[src/agusec_pkg.sv]
`default_nettype none

package agusec_pkg;

  // operand and address width of the AGU datapath
  localparam int addr_w = 40;

  // width of the hi and low bound fields
  localparam int bound_w = 7;

  localparam logic [4:0] exp_max = 5'd31; // all-ones exponent, acks are forced here
  localparam logic [4:0] exp_top = 5'd30; // second-level carries are suppressed at this exponent

  // named view of a compressed capability word, msb first
  typedef struct packed {
    logic               tag;    // capability is valid
    logic [4:0]         exp;
    logic [bound_w-1:0] hi;     // upper bound, in units of 2**exp
    logic [bound_w-1:0] low;    // lower bound
    logic [addr_w-1:0]  addr;   // word bits 43 to 4
    logic               on_low; // address sits in the lower region of a wrapped range
    logic [2:0]         rsvd;
  } cap_fields_t;

  // the check logic slices raw by address bit while the range
  // logic reads the named fields of the same word
  typedef union packed {
    logic [63:0] raw;
    cap_fields_t cap;
  } cap_ptr_u;

endpackage

`default_nettype wire
[src/agusec_unit.sv]
`timescale 1ns/10ps
`default_nettype none

module agusec_unit #(
  parameter int upper_cmp_w = agusec_pkg::bound_w,
  parameter int range_cmp_w = agusec_pkg::bound_w + 1
) (
  input  logic                          clk,
  input  logic                          rst_n,
  input  logic                          in_valid,
  input  logic [63:0]                   ptr,
  input  logic [agusec_pkg::addr_w-1:0] opa,
  input  logic [agusec_pkg::addr_w-1:0] opb,
  output logic                          out_valid,
  output logic [agusec_pkg::addr_w-1:0] ea,
  output logic [2:0]                    pos_ack,
  output logic [2:0]                    neg_ack,
  output logic [1:0]                    pos_flip,
  output logic [1:0]                    neg_flip,
  output logic                          in_bounds
);

  logic                          s1_valid;
  agusec_pkg::cap_ptr_u          s1_ptr;
  logic [agusec_pkg::addr_w-1:0] s1_opa;
  logic [agusec_pkg::addr_w-1:0] s1_opb;

  logic [2:0] pos_ack_c;
  logic [2:0] neg_ack_c;
  logic [1:0] pos_flip_c;
  logic [1:0] neg_flip_c;
  logic       nhi_less;
  logic       in_bounds_c;

  always_ff @(posedge clk)
  begin
    if (!rst_n)
    begin
      s1_valid  <= 1'b0;
      out_valid <= 1'b0;
    end
    else
    begin
      s1_valid  <= in_valid;
      out_valid <= s1_valid; // no stalls, valid simply walks down the pipe
    end
  end

  always_ff @(posedge clk)
  begin
    if (in_valid)
    begin
      s1_ptr.raw <= ptr;
      s1_opa     <= opa;
      s1_opb     <= opb;
    end
    if (s1_valid)
    begin
      ea        <= s1_opa + s1_opb; // wraps modulo 2**40
      pos_ack   <= pos_ack_c;
      neg_ack   <= neg_ack_c;
      pos_flip  <= pos_flip_c;
      neg_flip  <= neg_flip_c;
      in_bounds <= in_bounds_c;
    end
  end

  agusec_check_upper3 #(.cmp_w(upper_cmp_w)) u_check_upper3 (
    .ptr      (s1_ptr.raw),
    .a        (s1_opa),
    .b        (s1_opb),
    .pos_ack  (pos_ack_c),
    .neg_ack  (neg_ack_c),
    .pos_flip (pos_flip_c),
    .neg_flip (neg_flip_c),
    .nhi_less (nhi_less)
  );

  agusec_range #(.cmp_w(range_cmp_w)) u_range (
    .ptr       (s1_ptr.raw),
    .cin_secq  (s1_ptr.cap.tag), // an untagged pointer is never in bounds
    .diff      (~nhi_less),
    .cout_secq (in_bounds_c)
  );

endmodule

`default_nettype wire

[src/agusec_range.sv]
`timescale 1ns/10ps
`default_nettype none

module agusec_range #(
  parameter int cmp_w = 8
) (
  input  logic [63:0] ptr,
  input  logic        cin_secq,
  input  logic        diff,
  output logic        cout_secq
);

  agusec_pkg::cap_ptr_u p;

  logic [cmp_w-1:0] low_lim;
  logic [cmp_w-1:0] high_lim;
  logic [cmp_w-1:0] bits;
  logic lo_pass;
  logic hi_pass;
  logic cout_low;
  logic cout_high;

  assign p        = ptr;
  assign low_lim  = {p.cap.low, 1'b0};
  assign high_lim = {p.cap.hi, 1'b1};

  // in a wrapped range the on_low flag says which side cannot be crossed
  assign lo_pass = diff & ~p.cap.on_low;
  assign hi_pass = diff & p.cap.on_low;

  agusec_shift8 u_shift8 (
    .exp  (p.cap.exp),
    .addr (p.cap.addr),
    .bits (bits)
  );

  get_carry #(.width(cmp_w)) u_cmp_low (.a(~low_lim), .b(bits), .cin(1'b1), .cout(cout_low));
  get_carry #(.width(cmp_w)) u_cmp_high (.a(high_lim), .b(~bits), .cin(1'b1), .cout(cout_high));

  assign cout_secq = cin_secq & (cout_low | lo_pass) & (cout_high | hi_pass);

endmodule

`default_nettype wire

[src/agusec_check_upper3.sv]
`timescale 1ns/10ps
`default_nettype none

module agusec_check_upper3 #(
  parameter int cmp_w = 7
) (
  input  logic [63:0]                   ptr,
  input  logic [agusec_pkg::addr_w-1:0] a,
  input  logic [agusec_pkg::addr_w-1:0] b,
  output logic [2:0]                    pos_ack,
  output logic [2:0]                    neg_ack,
  output logic [1:0]                    pos_flip,
  output logic [1:0]                    neg_flip,
  output logic                          nhi_less
);

  agusec_pkg::cap_ptr_u p;

  logic [4:0] exp;
  logic [agusec_pkg::addr_w:0] o_w; // OR of the operands, zero guard on top
  logic [agusec_pkg::addr_w:0] x_w; // XOR, guard bit set
  logic [agusec_pkg::addr_w:0] a_w; // AND, guard bit set
  logic diff;
  logic on_hi;
  logic max;
  logic [7:0] msk;
  logic [7:0] msk0;
  logic [3:0] above;
  logic [3:0] at;

  logic [3:0] pos0;
  logic [3:0] pos1;
  logic [3:0] pos2;
  logic [3:0] pos3;
  logic [3:0] pos_p;
  logic [3:0] neg0;
  logic [3:0] neg1;
  logic [3:0] neg2;
  logic [3:0] neg3;
  logic [3:0] xpos0;
  logic [3:0] xpos1;
  logic [3:0] xpos2;
  logic [3:0] xpos3;
  logic [3:0] xpos_p;
  logic [3:0] xneg0;
  logic [3:0] xneg1;
  logic [3:0] xneg2;
  logic [3:0] xneg3;

  logic do_pos;
  logic do_pos1;
  logic do_pos2;
  logic do_pos3;
  logic do_neg;
  logic do_neg1;
  logic do_neg2;
  logic do_neg3;
  logic do_neg_p;

  assign p     = ptr;
  assign exp   = p.cap.exp;
  assign o_w   = {1'b0, a | b};
  assign x_w   = {1'b1, a ^ b};
  assign a_w   = {1'b1, a & b};
  assign diff  = ~nhi_less; // bounds wrap when hi is below low
  assign on_hi = ~p.cap.on_low;
  assign max   = exp == agusec_pkg::exp_max;

  // hi minus low, carry out set when hi >= low
  get_carry #(.width(cmp_w)) u_hi_cmp (
    .a    (p.cap.hi),
    .b    (~p.cap.low),
    .cin  (1'b1),
    .cout (nhi_less)
  );

  // bit mask inside the eight-bit window picked by exp[2:0]
  assign msk[0] = 1'b0;
  assign msk[1] = exp[2:1] == 2'b00;
  assign msk[2] = exp[2:0] <= 3'd2;
  assign msk[3] = ~exp[2] && exp[1:0] != 2'b11;
  assign msk[4] = ~exp[2];
  assign msk[5] = exp[2:0] <= 3'd4;
  assign msk[6] = exp[2:0] <= 3'd5;
  assign msk[7] = ~&exp[2:0];

  assign msk0 = {1'b1, msk[7:1]} & msk;

  always_comb
  begin
    for (int w = 0; w < 4; w++)
    begin
      above[w] = exp[4:3] < w; // window lies wholly above the exponent
      at[w]    = exp[4:3] == w;

      pos0[w]  = ~above[w] | ~|o_w[w*8+8 +: 8];
      pos1[w]  = above[w] & |p.raw[w*8+12 +: 8];
      pos2[w]  = ~above[w] | ~|o_w[w*8+9 +: 8];
      pos3[w]  = ~at[w] | ~|o_w[w*8+9 +: 8];
      pos_p[w] = ~above[w] & ~&p.raw[w*8+12 +: 8];
      neg0[w]  = ~above[w] | &x_w[w*8+8 +: 8];
      neg1[w]  = ~above[w] | &a_w[w*8+8 +: 8];
      neg2[w]  = ~above[w] | &x_w[w*8+9 +: 8];
      neg3[w]  = ~at[w] | &x_w[w*8+9 +: 8];

      // partial window at the exponent, only the masked bits count
      xpos0[w]  = ~at[w] | ~|(o_w[w*8+8 +: 8] & msk);
      xpos1[w]  = at[w] & |(p.raw[w*8+12 +: 8] & msk);
      xpos2[w]  = ~at[w] | ~(|(o_w[w*8+9 +: 8] & msk) & |(x_w[w*8+9 +: 8] & msk0));
      xpos3[w]  = ~at[w] | ~|(o_w[w*8+1 +: 8] & msk);
      xpos_p[w] = ~at[w] | ~&(p.raw[w*8+12 +: 8] | ~msk);
      xneg0[w]  = ~at[w] | &(x_w[w*8+8 +: 8] | ~msk);
      xneg1[w]  = ~at[w] | &(a_w[w*8+8 +: 8] | ~msk);
      xneg2[w]  = ~at[w] | (&(x_w[w*8+9 +: 8] | ~msk) & ~|(a_w[w*8+9 +: 8] & msk0));
      xneg3[w]  = ~at[w] | &(x_w[w*8+1 +: 8] | ~msk);
    end
  end

  assign do_pos   = &{pos0, xpos0};
  assign do_pos1  = |{pos1, xpos1};
  assign do_pos2  = &{pos2, xpos2} & (exp != agusec_pkg::exp_top);
  assign do_pos3  = do_pos & &{pos3, xpos3};
  assign do_neg   = &{neg0, xneg0};
  assign do_neg1  = &{neg1, xneg1} & (exp != agusec_pkg::exp_top);
  assign do_neg2  = &{neg2, xneg2} & (exp != agusec_pkg::exp_top);
  assign do_neg3  = do_neg & &{neg3, xneg3};
  assign do_neg_p = ~&{pos_p, xpos_p};

  assign pos_ack[0] = do_pos | (do_pos2 & ~on_hi & diff & ~do_neg_p) | max; // carry in of 0
  assign pos_ack[1] = (do_pos & ~on_hi & diff & ~do_neg_p) | max;           // carry in of 1
  assign pos_ack[2] = do_pos3;
  assign neg_ack[0] = do_neg & on_hi & diff & do_pos1;
  assign neg_ack[1] = do_neg | ((do_neg2 | do_neg1) & on_hi & diff & do_pos1);
  assign neg_ack[2] = do_neg3;

  // flips only matter when the range wraps
  assign pos_flip[0] = do_pos2 & ~do_pos & ~on_hi & diff & ~max;
  assign pos_flip[1] = do_pos & ~on_hi & diff & ~max;
  assign neg_flip[0] = do_neg & on_hi & diff & ~max;
  assign neg_flip[1] = (do_neg2 | do_neg1) & ~do_neg & on_hi & diff & ~max;

endmodule

`default_nettype wire

[src/agusec_shift8.sv]
`timescale 1ns/10ps
`default_nettype none

module agusec_shift8 (
  input  logic [4:0]                    exp,
  input  logic [agusec_pkg::addr_w-1:0] addr,
  output logic [7:0]                    bits
);

  logic [agusec_pkg::addr_w-1:0] sh16;
  logic [agusec_pkg::addr_w-1:0] sh8;
  logic [agusec_pkg::addr_w-1:0] sh4;
  logic [agusec_pkg::addr_w-1:0] sh2;
  logic [agusec_pkg::addr_w-1:0] sh1;

  // one stage per exponent bit, largest distance first
  always_comb
  begin
    sh16 = addr;
    if (exp[4])
      sh16 = addr >> 16;
    sh8 = sh16;
    if (exp[3])
      sh8 = sh16 >> 8;
    sh4 = sh8;
    if (exp[2])
      sh4 = sh8 >> 4;
    sh2 = sh4;
    if (exp[1])
      sh2 = sh4 >> 2;
    sh1 = sh2;
    if (exp[0])
      sh1 = sh2 >> 1;
  end

  assign bits = sh1[7:0]; // bits shifted in from above bit 39 are zero

endmodule

`default_nettype wire

[src/get_carry.sv]
`timescale 1ns/10ps
`default_nettype none

module get_carry #(
  parameter int width = 8
) (
  input  logic [width-1:0] a,
  input  logic [width-1:0] b,
  input  logic             cin,
  output logic             cout
);

  localparam int levels = $clog2(width + 1);

  // position 0 holds cin as a pure generate, operand bit i sits at position i+1
  logic [width:0] g_lv [0:levels];
  logic [width:0] p_lv [0:levels];

  always_comb
  begin
    g_lv[0] = {a & b, cin};
    p_lv[0] = {a ^ b, 1'b0};
    for (int l = 0; l < levels; l++)
    begin
      for (int i = 0; i <= width; i++)
      begin
        if (i >= (1 << l))
        begin
          g_lv[l+1][i] = g_lv[l][i] | (p_lv[l][i] & g_lv[l][i-(1<<l)]);
          p_lv[l+1][i] = p_lv[l][i] & p_lv[l][i-(1<<l)];
        end
        else
        begin
          g_lv[l+1][i] = g_lv[l][i]; // group already reaches cin
          p_lv[l+1][i] = p_lv[l][i];
        end
      end
    end
  end

  assign cout = g_lv[levels][width];

endmodule

`default_nettype wire

[config.mk]
export PLATFORM = sky130hd
export DESIGN_NAME = agusec_unit
export DESIGN_NICKNAME = d
export VERILOG_FILES = /design/src/agusec_pkg.sv /design/src/agusec_unit.sv /design/src/agusec_range.sv /design/src/agusec_check_upper3.sv /design/src/agusec_shift8.sv /design/src/get_carry.sv
export SDC_FILE = /design/constraint.sdc
export NUM_CORES = 1
export LEC_CHECK = 0
export BUFFER_PORTS_ARGS = -buffer_cell sky130_fd_sc_hd__buf_4
export CORE_ASPECT_RATIO = 1.25
export CORE_MARGIN = 4
export CORE_UTILIZATION = 35
export CTS_CLUSTER_DIAMETER = 30
export DETAILED_ROUTE_END_ITERATION = 6
export PLACE_DENSITY = 0.59
export SLEW_MARGIN = 25
export SYNTH_ARGS = -nofsm -noshare
export SYNTH_HDL_FRONTEND = slang
export SYNTH_HIERARCHICAL = 1
export SYNTH_SLANG_ARGS = --single-unit
[constraint.sdc]
create_clock -name clk -period 2.8 [get_ports clk]
set_input_delay 0.56 -clock clk [delete_from_list [all_inputs] [get_ports clk]]
set_output_delay 0.56 -clock clk [all_outputs]
set_load 0.005 [all_outputs]
* Yosys cells after proc, flatten, opt, wreduce, memory -nomap -nowiden *
Index checks and enable logic that the tools add are counted.

word-level totals
  bits in registers = 197
  output and inout port bits = 52
  input port bits = 147

cells by class
  $lt $le $gt $ge = 6
  add/sub/neg operators = 1
  mux-type cells = 5
  bitwise operators = 241
  eq/ne operators = 6
  reductions and logical operators = 103

operators with widths
  cell                                          number
  8-bit AND reduction                           33
  8-bit OR reduction                            30
  8-bit bitwise AND                             23
  8-bit OR                                      17
  1-bit bitwise AND                             87
  1-bit OR                                      85
  7-bit AND reduction                           6
  40-bit adder                                  1
  40-bit bitwise AND                            1
  40-bit OR                                     1
  40-bit XOR                                    1
  1-bit zero test                               28
  8-bit NOT                                     3
  23-bit two-way mux                            1
  1-bit NOT                                     17
  8-bit XOR                                     2
  15-bit two-way mux                            1
  7-bit OR reduction                            2
  11-bit two-way mux                            1
  9-bit two-way mux                             1
  7-bit by 8-bit bitwise AND with 8-bit output  1
  8-bit two-way mux                             1
  7-bit bitwise AND                             1
  7-bit NOT                                     1
  13 further kinds                              17

* Depth between registers and ports, before layout *
Gate-level depths: netlist of run 1.

  depth in word-level cells = 16
  gate-level depth with buffers = 13
  mapped depth without buffers = 11

* Modules after synthesis *
The synthesis of run 1 kept the hierarchy.

by module, submodules not included
  module                               cells each  instances  area each (um^2)  sequential area each (um^2)
  agusec_unit                          520         1          8,156.6           5,895.7
  agusec_check_upper3                  550         1          3,553.4           0.0
  agusec_shift8                        101         1          1,101.1           0.0
  get_carry (u_range.u_cmp_high ...)   19          2          175.2             0.0
  get_carry (u_check_upper3.u_hi_cmp)  14          1          137.6             0.0
  agusec_range                         20          1          83.8              0.0

* Least setup slack after synthesis of run 1 *
OpenSTA, ideal clock, no wires.

  path kind = flip-flop to flip-flop
  from = register s1_ptr[61] (netlist name)
  to = register in_bounds (data pin)
  path slack = -0.093 ns
  data arrival time = 2.635 ns
  period minus slack after synthesis = 2.893 ns
  stages on the path, launching flop included = 13
  library setup time = 0.258 ns
  path buffers = 2
  data required time = 2.542 ns
  cells stage by stage = edfxtp_1 > buf_4 > buf_4 > mux2i_1 > mux4_2 > a211oi_1 > inv_1 > ha_1 > a211o_1 > a21oi_2 > o221ai_2 > mux2i_1 > o21ai_1

RTL lines
  element                                               RTL line                          text
  start, declared                                       agusec_unit.sv:24                 agusec_pkg::cap_ptr_u s1_ptr;
  15-bit two-way mux *                                  agusec_shift8.sv:23               if (exp[3])
  11-bit two-way mux *                                  agusec_shift8.sv:26               if (exp[2])
  9-bit two-way mux *                                   agusec_shift8.sv:29               if (exp[1])
  8-bit two-way mux *                                   agusec_shift8.sv:32               if (exp[0])
  via u_range.bits[3]                                   agusec_range.sv:17                logic [cmp_w-1:0] bits;
  8-bit NOT *                                           agusec_range.sv:38                get_carry #(.width(cmp_w)) u_cmp_high (.a(high_lim), .b(~bits), .cin(1'b1), .cout(cout_high));
  8-bit XOR                                             get_carry.sv:22                   p_lv[0] = {a ^ b, 1'b0};
  1-bit bitwise AND (on tied branches)                  get_carry.sv:29, get_carry.sv:30
  1-bit OR / 1-bit bitwise AND (equally long branches)  get_carry.sv:29                   g_lv[l+1][i] = g_lv[l][i] | (p_lv[l][i] & g_lv[l][i-(1<<l)]);
  1-bit OR                                              get_carry.sv:29
  1-bit bitwise AND                                     get_carry.sv:29
  1-bit OR                                              get_carry.sv:29
  1-bit OR *                                            get_carry.sv:29
  via u_range.cout_high                                 agusec_range.sv:21                logic cout_high;
  1-bit OR *                                            agusec_range.sv:40                assign cout_secq = cin_secq & (cout_low | lo_pass) & (cout_high | hi_pass);
  1-bit bitwise AND *                                   agusec_range.sv:40
  via in_bounds_c                                       agusec_unit.sv:33                 logic in_bounds_c;
  end signal, assigned                                  agusec_unit.sv:64                 in_bounds <= in_bounds_c;
  end, declared                                         agusec_unit.sv:20                 output logic in_bounds

Mark *: on every way through the listed nets, which the timed path passes. The rest lies on a longest branch.
A chain may end at the register's enable or synchronous reset.

* Final worst setup path of run 1 *
  from = register s1_ptr[62] (netlist name)
  to = register in_bounds (data pin)

RTL lines
  element                                                RTL line                          text
  23-bit two-way mux *                                   agusec_shift8.sv:20               if (exp[4])
  15-bit two-way mux *                                   agusec_shift8.sv:23
  11-bit two-way mux *                                   agusec_shift8.sv:26
  9-bit two-way mux *                                    agusec_shift8.sv:29
  8-bit two-way mux *                                    agusec_shift8.sv:32
  via u_range.bits[2]                                    agusec_range.sv:17
  8-bit bitwise AND / 8-bit XOR (equally long branches)  get_carry.sv:21, get_carry.sv:22
  1-bit bitwise AND (on tied branches)                   get_carry.sv:29, get_carry.sv:30
  1-bit OR / 1-bit bitwise AND (equally long branches)   get_carry.sv:29
  1-bit OR                                               get_carry.sv:29
  1-bit bitwise AND                                      get_carry.sv:29
  1-bit OR                                               get_carry.sv:29
  1-bit OR *                                             get_carry.sv:29
  via u_range.cout_low                                   agusec_range.sv:20                logic cout_low;
  1-bit OR *                                             agusec_range.sv:40
  1-bit bitwise AND * (2 in series)                      agusec_range.sv:40
  via in_bounds_c                                        agusec_unit.sv:33

Marks and branches as above.

==> results of run 1 <==
-- routing by layer --
metal | wire [um] | part of all wire (%)
met5 | 13 | 0.032
met4 | 971 | 2.4
met3 | 1740 | 4.3
met2 | 20900 | 52
met1 | 16500 | 41
-- registers in the layout, indices dropped and copies added, names as in the netlist, 2 cells and up --
register,count
ea,40
s1_opb,40
pos_ack,3
neg_flip,2
neg_ack,3
s1_opa,40
pos_flip,2
s1_ptr,61
-- worst register-to-register path: stages (launching register included) --
cell                       delay (ps)
sky130_fd_sc_hd__edfxtp_1         340
sky130_fd_sc_hd__buf_6            140
sky130_fd_sc_hd__mux4_2           510
sky130_fd_sc_hd__mux2_4           290
sky130_fd_sc_hd__a22o_1           210
sky130_fd_sc_hd__a211o_1          250
sky130_fd_sc_hd__ha_1             210
sky130_fd_sc_hd__a211o_1          270
sky130_fd_sc_hd__a21oi_2          130
sky130_fd_sc_hd__o221ai_2         140
sky130_fd_sc_hd__mux2i_1          160
sky130_fd_sc_hd__o21ai_1           70
-- timing repair --
item                       CTS  global route
gates resized for setup     33            55
pin swaps                   15            24
setup endpoints to repair   12            21
buffers inserted             3             8
-- layout make-up --
cell class                      count  area (um^2)  share of cell area (%)
Timing Repair Buffer              401         3170                    17.8
Clock buffer                       17          425                    2.39
Tap cell                          486          608                    3.42
Sequential cell                   194         5810                    32.7
Inverter                          120          450                    2.53
Clock inverter                     15          173                   0.971
Multi-Input combinational cell    879         7160                    40.2
-- power by group --
part | switching (mW) | total, mW | internal (mW)
sequential | 0.200 | 3.73 | 3.53
combinational | 1.53 | 3.02 | 1.49
clock | 1.19 | 2.53 | 1.34
total | 2.91 | 9.27 | 6.36
-- stage by stage --
| stage | hold slack, ps | util (%) | setup WS [ps] | std cells |
|---|---|---|---|---|
| 3_3_place_gp | 518 | 44.6 | -256 | 2070 |
| 6_report | 260 | 47.6 | -166 | 2112 |
| 5_1_grt | 233 | 47.6 | -332 | 2112 |
| 4_1_cts | 221 | 46.6 | -159 | 2104 |
| 3_5_place_dp | 549 | 44.6 | -285 | 2070 |
| 2_1_floorplan | 513 | - | -29.5 | 1243 |
-- final timing paths --
kind / cells past startpoint / to / from / slack [ps]
setup / recovery: 11 / in_bounds / s1_ptr[62] / -170
hold / removal: 1 / s1_opb[14] / opb[14] / 260
setup reg to reg: 11 / in_bounds / s1_ptr[62] / -170
hold reg to reg: 1 / ea[0] / s1_opa[0] / 590
==> results.sh, run 1 <==
export IMPL_outcome="finished with violations"
export IMPL_violations_in_the_final_reports="negative setup slack"
export IMPL_routed_via_count=11200
export IMPL_post_route_cells_drive_above_1_share_pct=33.6
export IMPL_cts_buffers=17
export IMPL_ctsRootBufferMaster="sky130_fd_sc_hd__clkbuf_16"
export IMPL_insertedDiodeCount=0
export IMPL_grt_most_used_layer="met2"
export IMPL_die_width_um=182
export IMPL_worst_skew_pair_late_latency_ps=470
export IMPL_grt_ovfl_total=0
export IMPL_drt_pass1_iterations=5
export IMPL_finClkSkew_ps=12.0
export IMPL_maximum_buffer_depth_of_the_clock_tree=2
export IMPL_report_power_total_mw=9.27
export IMPL_wire_per_inst_um=19.0
export IMPL_post_cts_clock_slew_at_the_launch_and_capture_registers_of_the_worst_setup_and_hold_paths_ps=80
export IMPL_critPathBufInv=1
export IMPL_mapped_area_um2=13300
export IMPL_syn_instance_count=1240
export IMPL_syn2layout_area_growth_pct=33.8
export IMPL_die_area_um2=41200
export IMPL_initialDrtViolationCount=891
export IMPL_cpPeakStageDelay_ps=510
export IMPL_worstMarginPinSlew_ps=598
export IMPL_rows=79
export IMPL_post_route_period_util_pct=106
export IMPL_grt_met1_usage_pct=22.4
export IMPL_cts_hold_buffers_added=0
export IMPL_final_fill_count=3477
export IMPL_fin_nets=1892
export IMPL_final_hold_violation_count=0
export IMPL_worstSetupEndpointType="register"
export IMPL_core_area_um2=37400
export IMPL_detail_route_antenna_nets=0
export IMPL_post_route_cell_area_um2=17800
export IMPL_finalSetupTns_ps=-166
export IMPL_crit_path_top_delay_cell="sky130_fd_sc_hd__mux4_2"
export IMPL_htree_num_levels=4
export IMPL_port_buffers=195
export IMPL_cts_sinks=194
export IMPL_fp_dieH_um=226
export IMPL_dpl_cell_area_um2=16600
export IMPL_grt_antenna_before_repair=1
export IMPL_grt_start_max_net_pins=71
export IMPL_worstSetupStartpointType="register"
export IMPL_routed_via_density=5.31
export IMPL_max_clock_freq_mhz=337
export IMPL_layout_commonest_cell="sky130_fd_sc_hd__buf_4"
export IMPL_totalWireLength_mm=40.1
export IMPL_grt_usage_pct=19.0
export IMPL_grt_pass1_wl_mm=61.0
export IMPL_timing_critical_path_cells="buf_6 > mux4_2 > mux2_4 > a22o_1 > a211o_1 > ha_1 > a211o_1 > a21oi_2 > o221ai_2 > mux2i_1 > o21ai_1"
export IMPL_route_detailed_drc=0
export IMPL_leakagePower_nw=7.45
export IMPL_timing_final_crit_period_ps=2970
export IMPL_ioPinCount=199
export IMPL_synth_avg_cell_area_um2=10.7
export IMPL_powerDensity_nw_per_um2=522
export IMPL_final_setup_viol_count=1
export IMPL_critical_path_max_fanout=4
export IMPL_grt_setup_unrepaired="true"
export IMPL_setup_slack_ps=-166
export IMPL_critical_path_top_cell_by_count="sky130_fd_sc_hd__a211o_1"
export IMPL_vdd_drop_max_mv=0.471
export IMPL_critical_path_top_delay_family="compound AO/OA/AOI/OAI gates"
export IMPL_globalRouteMet3Util_pct=3.59
export IMPL_worstPathArrival_ps=3190
export IMPL_tritoncts_clock_tree="yes"
export IMPL_global_route_usage_met2_pct=34.3
export IMPL_timing_final_max_slew_violations=0
export IMPL_slew_headroom_pct=59.8
export IMPL_yosys_warnings=6
export IMPL_worst_endpoint_required_ps=3030
export IMPL_initial_core_utilization_pct=35.6
export IMPL_dp_hpwl_mm=31.4
export IMPL_criticalPathCategory="reg2reg"
export IMPL_vias_in_the_first_global_route=11400
export IMPL_worst_hold_path_type="in2reg"
export IMPL_max_cap_violations=0
export IMPL_place_gp_congestion=0.918
export IMPL_most_common_layout_cells="sky130_fd_sc_hd__buf_4, sky130_fd_sc_hd__edfxtp_1, sky130_fd_sc_hd__ha_1, sky130_fd_sc_hd__inv_1, sky130_fd_sc_hd__nand2_1"
(Power assumes the default switching activity.)
==> run 2, diff against run 1 <==
Settings changed: CORE_UTILIZATION 35 to 30, PLACE_DENSITY 0.59 to 0.53.
==> run 2 against run 1 <==
The flow still finishes with violations (negative setup slack). Clock power fell by 6%. Via count grew 1.0%. Routed wire length is 6.8% higher. Flip-flop and latch count is the same. Utilization fell by 6.0 points. Cell area is 1.4% higher. Die area grew 16%. Maximum frequency down 1.1%. Power fell by 0.32%. Largest cell class unchanged. Largest power group unchanged.
==> results.sh, run 2 (synthesis results as in run 1) <==
export IMPL_crit_path_top_delay_cell="sky130_fd_sc_hd__mux4_2"
export IMPL_r2r_worst_path_cells=11
export IMPL_syn2layout_area_growth_pct=35.7
export IMPL_die_width_um=196
export IMPL_slew_headroom_pct=52.1
export IMPL_dp_hpwl_mm=34.1
export IMPL_grt_pass1_wl_mm=66.0
export IMPL_r2r_start="s1_ptr[59]"
export IMPL_htree_num_levels=4
export IMPL_worst_hold_path_type="in2reg"
export IMPL_worstSetupEndpointType="register"
export IMPL_post_route_period_util_pct=107
export IMPL_wl_met1_mm=18.1
export IMPL_finClkSkew_ps=22.0
export IMPL_initialDrtViolationCount=626
export IMPL_routed_via_density=5.10
export IMPL_worst_endpoint_required_ps=3120
export IMPL_place_gp_congestion=0.921
export IMPL_timing_critical_path_cells="buf_6 > mux4_2 > mux2_4 > a22o_1 > a211o_1 > ha_1 > o21ai_2 > a211o_1 > o221ai_2 > mux2i_1 > o21ai_1"
export IMPL_initial_core_utilization_pct=30.6
export IMPL_violations_in_the_final_reports="negative setup slack"
export IMPL_top_signal_layer_used="met4"
export IMPL_reg2reg_to="in_bounds"
export IMPL_outcome="finished with violations"
export IMPL_dpl_cell_area_um2=16900
export IMPL_critical_path_top_delay_family="compound AO/OA/AOI/OAI gates"
export IMPL_holdPathEnd="s1_opb[11]"
export IMPL_criticalPathCategory="reg2reg"
export IMPL_max_cap_violations=0
export IMPL_post_route_cell_area_um2=18000
export IMPL_detail_route_antenna_nets=0
export IMPL_vias_in_the_first_global_route=11600
export IMPL_dr_wl_met2_mm=22.2
export IMPL_timing_final_crit_period_ps=3000
export IMPL_route_detailed_drc=0
export IMPL_setup_slack_ps=-199
export IMPL_drt_pass1_iterations=5
export IMPL_core_area_um2=43400
export IMPL_fin_nets=1922
export IMPL_rows=85
export IMPL_critical_path_top_cell_by_count="sky130_fd_sc_hd__a211o_1"
export IMPL_largest_reg_flops=61
export IMPL_grt_setup_unrepaired="true"
export IMPL_worstPathArrival_ps=3320
export IMPL_hp_start="opb[11]"
export IMPL_routed_via_count=11300
export IMPL_die_area_um2=47800
export IMPL_final_hold_violation_count=0
export IMPL_wl_met3_mm=1.60
export IMPL_worst_skew_pair_late_latency_ps=480
export IMPL_grt_start_max_net_pins=50
export IMPL_worstSetupStartpointType="register"
export IMPL_vdd_drop_max_mv=0.410
export IMPL_timing_final_max_slew_violations=0
export IMPL_cpPeakStageDelay_ps=480
export IMPL_ioPinCount=199
export IMPL_post_route_cells_drive_above_1_share_pct=34.6
export IMPL_port_buffers=195
export IMPL_grt_ovfl_total=0
export IMPL_max_clock_freq_mhz=333
export IMPL_worstMarginPinSlew_ps=719
export IMPL_tritoncts_clock_tree="yes"
export IMPL_leakagePower_nw=7.57
export IMPL_layout_commonest_cell="sky130_fd_sc_hd__buf_4"
export IMPL_post_cts_clock_slew_at_the_launch_and_capture_registers_of_the_worst_setup_and_hold_paths_ps=80
export IMPL_fp_dieH_um=243
export IMPL_cts_hold_buffers_added=0
export IMPL_wire_per_inst_um=19.3
export IMPL_grt_usage_pct=17.5
export IMPL_most_common_layout_cells="sky130_fd_sc_hd__buf_4, sky130_fd_sc_hd__edfxtp_1, sky130_fd_sc_hd__ha_1, sky130_fd_sc_hd__inv_1, sky130_fd_sc_hd__nand2_1"
export IMPL_cts_sinks=194
export IMPL_final_setup_viol_count=1
export IMPL_powerDensity_nw_per_um2=512
export IMPL_holdPathStages=1
export IMPL_grt_antenna_before_repair=0
export IMPL_totalWireLength_mm=42.8
export IMPL_critical_path_max_fanout=4
export IMPL_critPathBufInv=1
export IMPL_register_containing_the_most_flip_flops_in_the_final_layout="s1_ptr"
export IMPL_ctsRootBufferMaster="sky130_fd_sc_hd__clkbuf_16"
export IMPL_insertedDiodeCount=0
export IMPL_cts_buffers=17
export IMPL_finalSetupTns_ps=-199
export IMPL_maximum_buffer_depth_of_the_clock_tree=2
export IMPL_rrSetupSlack_ps=-200
## run 2: report_power, final
part,switching (mW),leakage [nW],internal [mW],total (mW)
registers,0.206,1.89,3.53,3.74
clock network,1.16,0.270,1.23,2.39
logic,1.58,5.41,1.54,3.12
## run 2: worst max-delay path by stage
stage,from,endpoint,slack (ps),cells past startpoint
2_1_floorplan,s1_ptr[59],in_bounds,-30,11
4_1_cts,s1_ptr[59],in_bounds,-200,11
3_5_place_dp,s1_ptr[59],in_bounds,-280,11
5_1_grt,s1_ptr[59],in_bounds,-310,12
3_3_place_gp,s1_ptr[62],in_bounds,-260,11
6_report,s1_ptr[59],in_bounds,-200,11
## run 2: area by class of cell
cell class                      instances  area, um^2
Multi-Input combinational cell        879        7150
Clock buffer                           17         425
Inverter                              120         450
Tap cell                              565         707
Fill cell                            4254       25400
Timing Repair Buffer                  431        3370
Sequential cell                       194        5810
Clock inverter                         15         133
## run 2: per-stage QoR
stage | setup WS [ps] | util [%] | hold WS, ps | std cells | power (mW)
floorplan | -29.5 | - | 513 | 1243 | 5.35
finish | -199 | 41.6 | 253 | 2221 | 9.24
detailed placement | -277 | 39.1 | 534 | 2179 | 6.71
global placement | -260 | 39.1 | 525 | 2179 | 6.69
global route | -306 | 41.6 | 227 | 2221 | 9.80
CTS | -205 | 40.7 | 226 | 2217 | 9.22
## run 2: worst reg2reg max path, cell delays in order, from the launching register on
cell and delay, ps:
sky130_fd_sc_hd__edfxtp_1 460, sky130_fd_sc_hd__buf_6 140, sky130_fd_sc_hd__mux4_2 480, sky130_fd_sc_hd__mux2_4 280
sky130_fd_sc_hd__a22o_1 180, sky130_fd_sc_hd__a211o_1 260, sky130_fd_sc_hd__ha_1 300, sky130_fd_sc_hd__o21ai_2 70
sky130_fd_sc_hd__a211o_1 260, sky130_fd_sc_hd__o221ai_2 220, sky130_fd_sc_hd__mux2i_1 100, sky130_fd_sc_hd__o21ai_1 120
## run 2: metal layers
| metal | vias up | global-route usage [%] |
|---|---|---|
| li1 | 5525 | - |
| met5 | - | 0 |
| met2 | 266 | 31.0 |
| met3 | 55 | 2.98 |
| met4 | 0 | 5.63 |
| met1 | 5481 | 21.6 |
## run 2: what timing repair did
item | 4_1_cts | 5_1_grt
pin swaps | 15 | 31
setup buffers | 6 | 4
resized for setup | 30 | 61
setup endpoints to repair | 16 | 22
==> run 3, diff against run 2 <==
Settings changed: BUFFER_PORTS_ARGS -buffer_cell sky130_fd_sc_hd__buf_4 to not set, DONT_BUFFER_PORTS set to 1, PLACE_DENSITY 0.53 to 0.49.
==> run 3 against run 2 <==
The flow still finishes with violations (negative setup slack). Register-to-register slack about the same. Routed wire length decreased by 0.81%. Flip-flop and latch count unchanged. Sequential power hardly changed. Non-clock buffer count is 172 lower. Critical endpoint unchanged. Utilization fell by 2.8 points. Clock power up 4%. First-iteration DRC count increased by 5.6%.
==> results.sh, run 3 (synthesis results as in run 1) <==
export IMPL_outcome="finished with violations"
export IMPL_violations_in_the_final_reports="negative setup slack"
export IMPL_wire_per_inst_um=20.7
export IMPL_grt_pass1_wl_mm=63.9
export IMPL_final_setup_viol_count=2
export IMPL_rrSetupSlack_ps=-200
export IMPL_pre_cts_slack_ps=-352
export IMPL_fin_nets=1750
export IMPL_setup_slack_ps=-202
export IMPL_port_buffers=0
export IMPL_worstSetupEndpointType="register"
export IMPL_crit_path_top_delay_cell="sky130_fd_sc_hd__mux4_2"
export IMPL_largest_reg_flops=61
export IMPL_die_width_um=196
export IMPL_post_route_cells_drive_above_1_share_pct=27.8
export IMPL_ioPinCount=199
export IMPL_htree_num_levels=4
export IMPL_grt_start_max_net_pins=143
export IMPL_worst_skew_pair_late_latency_ps=470
export IMPL_slew_headroom_pct=62.2
export IMPL_max_cap_violations=0
export IMPL_worst_endpoint_required_ps=3040
export IMPL_tritoncts_clock_tree="yes"
export IMPL_register_containing_the_most_flip_flops_in_the_final_layout="s1_ptr"
export IMPL_worst_hold_path_type="in2reg"
export IMPL_route_detailed_drc=0
export IMPL_leakagePower_nw=6.74
export IMPL_final_hold_violation_count=0
export IMPL_powerDensity_nw_per_um2=539
export IMPL_layout_commonest_cell="sky130_fd_sc_hd__buf_4"
export IMPL_place_gp_congestion=0.896
export IMPL_cts_hold_buffers_added=0
export IMPL_dp_hpwl_mm=33.2
export IMPL_criticalPathCategory="reg2reg"
export IMPL_worstPathArrival_ps=3240
export IMPL_insertedDiodeCount=0
export IMPL_initialDrtViolationCount=661
export IMPL_critical_path_top_cell_by_count="sky130_fd_sc_hd__a211o_1"
export IMPL_cpPeakStageDelay_ps=480
export IMPL_syn2layout_area_growth_pct=26.6
export IMPL_ctsRootBufferMaster="sky130_fd_sc_hd__clkbuf_16"
export IMPL_rows=85
export IMPL_timing_final_crit_period_ps=3000
export IMPL_finClkSkew_ps=16.7
export IMPL_grt_usage_pct=17.3
export IMPL_initial_core_utilization_pct=30.6
export IMPL_fp_dieH_um=243
export IMPL_cts_sinks=194
export IMPL_grt_antenna_before_repair=1
export IMPL_grt_ovfl_total=0
export IMPL_max_clock_freq_mhz=333
export IMPL_final_fill_count=4317
export IMPL_finalSetupTns_ps=-227
export IMPL_most_common_layout_cells="sky130_fd_sc_hd__buf_4, sky130_fd_sc_hd__edfxtp_1, sky130_fd_sc_hd__ha_1, sky130_fd_sc_hd__inv_1, sky130_fd_sc_hd__nand2_1"
export IMPL_post_route_period_util_pct=107
export IMPL_worstMarginPinSlew_ps=566
export IMPL_maximum_buffer_depth_of_the_clock_tree=2
export IMPL_critical_path_max_fanout=4
export IMPL_post_cts_clock_slew_at_the_launch_and_capture_registers_of_the_worst_setup_and_hold_paths_ps=90
export IMPL_totalWireLength_mm=42.5
export IMPL_worstSetupStartpointType="register"
export IMPL_cts_buffers=17
export IMPL_vias_in_the_first_global_route=10800
export IMPL_core_area_um2=43400
export IMPL_timing_critical_path_cells="buf_4 > mux4_2 > mux2_4 > a22o_1 > a211o_1 > inv_1 > ha_1 > o21ai_2 > a211o_1 > o221ai_2 > mux2i_1 > o21ai_1"
export IMPL_timing_final_max_slew_violations=0
export IMPL_die_area_um2=47800
export IMPL_grt_setup_unrepaired="true"
export IMPL_vdd_drop_max_mv=0.471
export IMPL_detail_route_antenna_nets=0
export IMPL_final_seq_area_um2=5810
export IMPL_routed_via_density=5.23
export IMPL_multi_input_comb_area_um2=7210
export IMPL_routed_via_count=10700
export IMPL_drt_pass1_iterations=6
[run 3: changes by cell type in the layout (fill, tap and decap cells not counted), moves of 4 or more]
cell and delta:
sky130_fd_sc_hd__buf_4 -173, sky130_fd_sc_hd__o21ai_1 -4, sky130_fd_sc_hd__buf_6 +5, sky130_fd_sc_hd__clkinv_1 -4, sky130_fd_sc_hd__clkinv_8 +4, sky130_fd_sc_hd__buf_12 -4
[run 3: path summary, 6_finish.rpt]
| check | from | cells past startpoint | end |
|---|---|---|---|
| max | s1_ptr[59] | 12 | in_bounds |
| min | ptr[63] | 0 | s1_ptr[63] |
| max reg2reg | s1_ptr[59] | 12 | in_bounds |
| min reg2reg | s1_opa[0] | 1 | ea[0] |
[run 3: routing by layer]
metal / vias up / routed length [um] / track usage, %
met5: - / 0 / 0
met4: 0 / 892 / 5.09
met2: 300 / 22000 / 31.2
met1: 5186 / 17800 / 20.9
met3: 58 / 1770 / 3.10
li1: 5178 / - / -
[run 3: layout make-up]
type                            instances  area share [%]
Clock inverter                         15           0.989
Timing Repair Buffer                  259            12.2
Tap cell                              565            4.20
Inverter                              120            2.72
Multi-Input combinational cell        879            42.9
Clock buffer                           17            2.53
Sequential cell                       194            34.5
[run 3: critical path: cells and delay by family, from the launching register on]
| kind | cells | cell delay [ps] |
|---|---|---|
| AO/OA/AOI/OAI | 6 | 970 |
| multiplexers | 3 | 910 |
| flip-flops | 1 | 390 |
| buffers and inverters | 2 | 250 |
| adder cells (fa/ha/maj) | 1 | 230 |
[run 3: repair_timing]
| action | in CTS | in global routing |
|---|---|---|
| setup buffers | 6 | 19 |
| setup endpoints to repair | 19 | 23 |
| pin swaps | 13 | 28 |
| gates resized for setup | 34 | 71 |
[run 3: report_power, final]
part           switching [mW]  internal (mW)  total [mW]  leakage, nW
combinational            1.49           1.36        2.85         4.57
sequential              0.222           3.53        3.76         1.89
clock                    1.28           1.20        2.48        0.282
total                    2.99           6.09        9.08         6.74
[run 3: per-stage QoR]
| stage | instances | hold slack, ps | util, % | power [mW] | area [um^2] |
|---|---|---|---|---|---|
| 3_5_place_dp | 1994 | 543 | 35.8 | 6.41 | 15500 |
| 3_3_place_gp | 1994 | 524 | 35.8 | 6.39 | 15500 |
| 5_1_grt | 2049 | 146 | 38.8 | 9.61 | 16800 |
| 6_report | 2049 | 175 | 38.8 | 9.08 | 16800 |
| 4_1_cts | 2032 | 141 | 37.6 | 9.03 | 16300 |
| 2_1_floorplan | 1243 | 513 | - | 5.35 | 13300 |
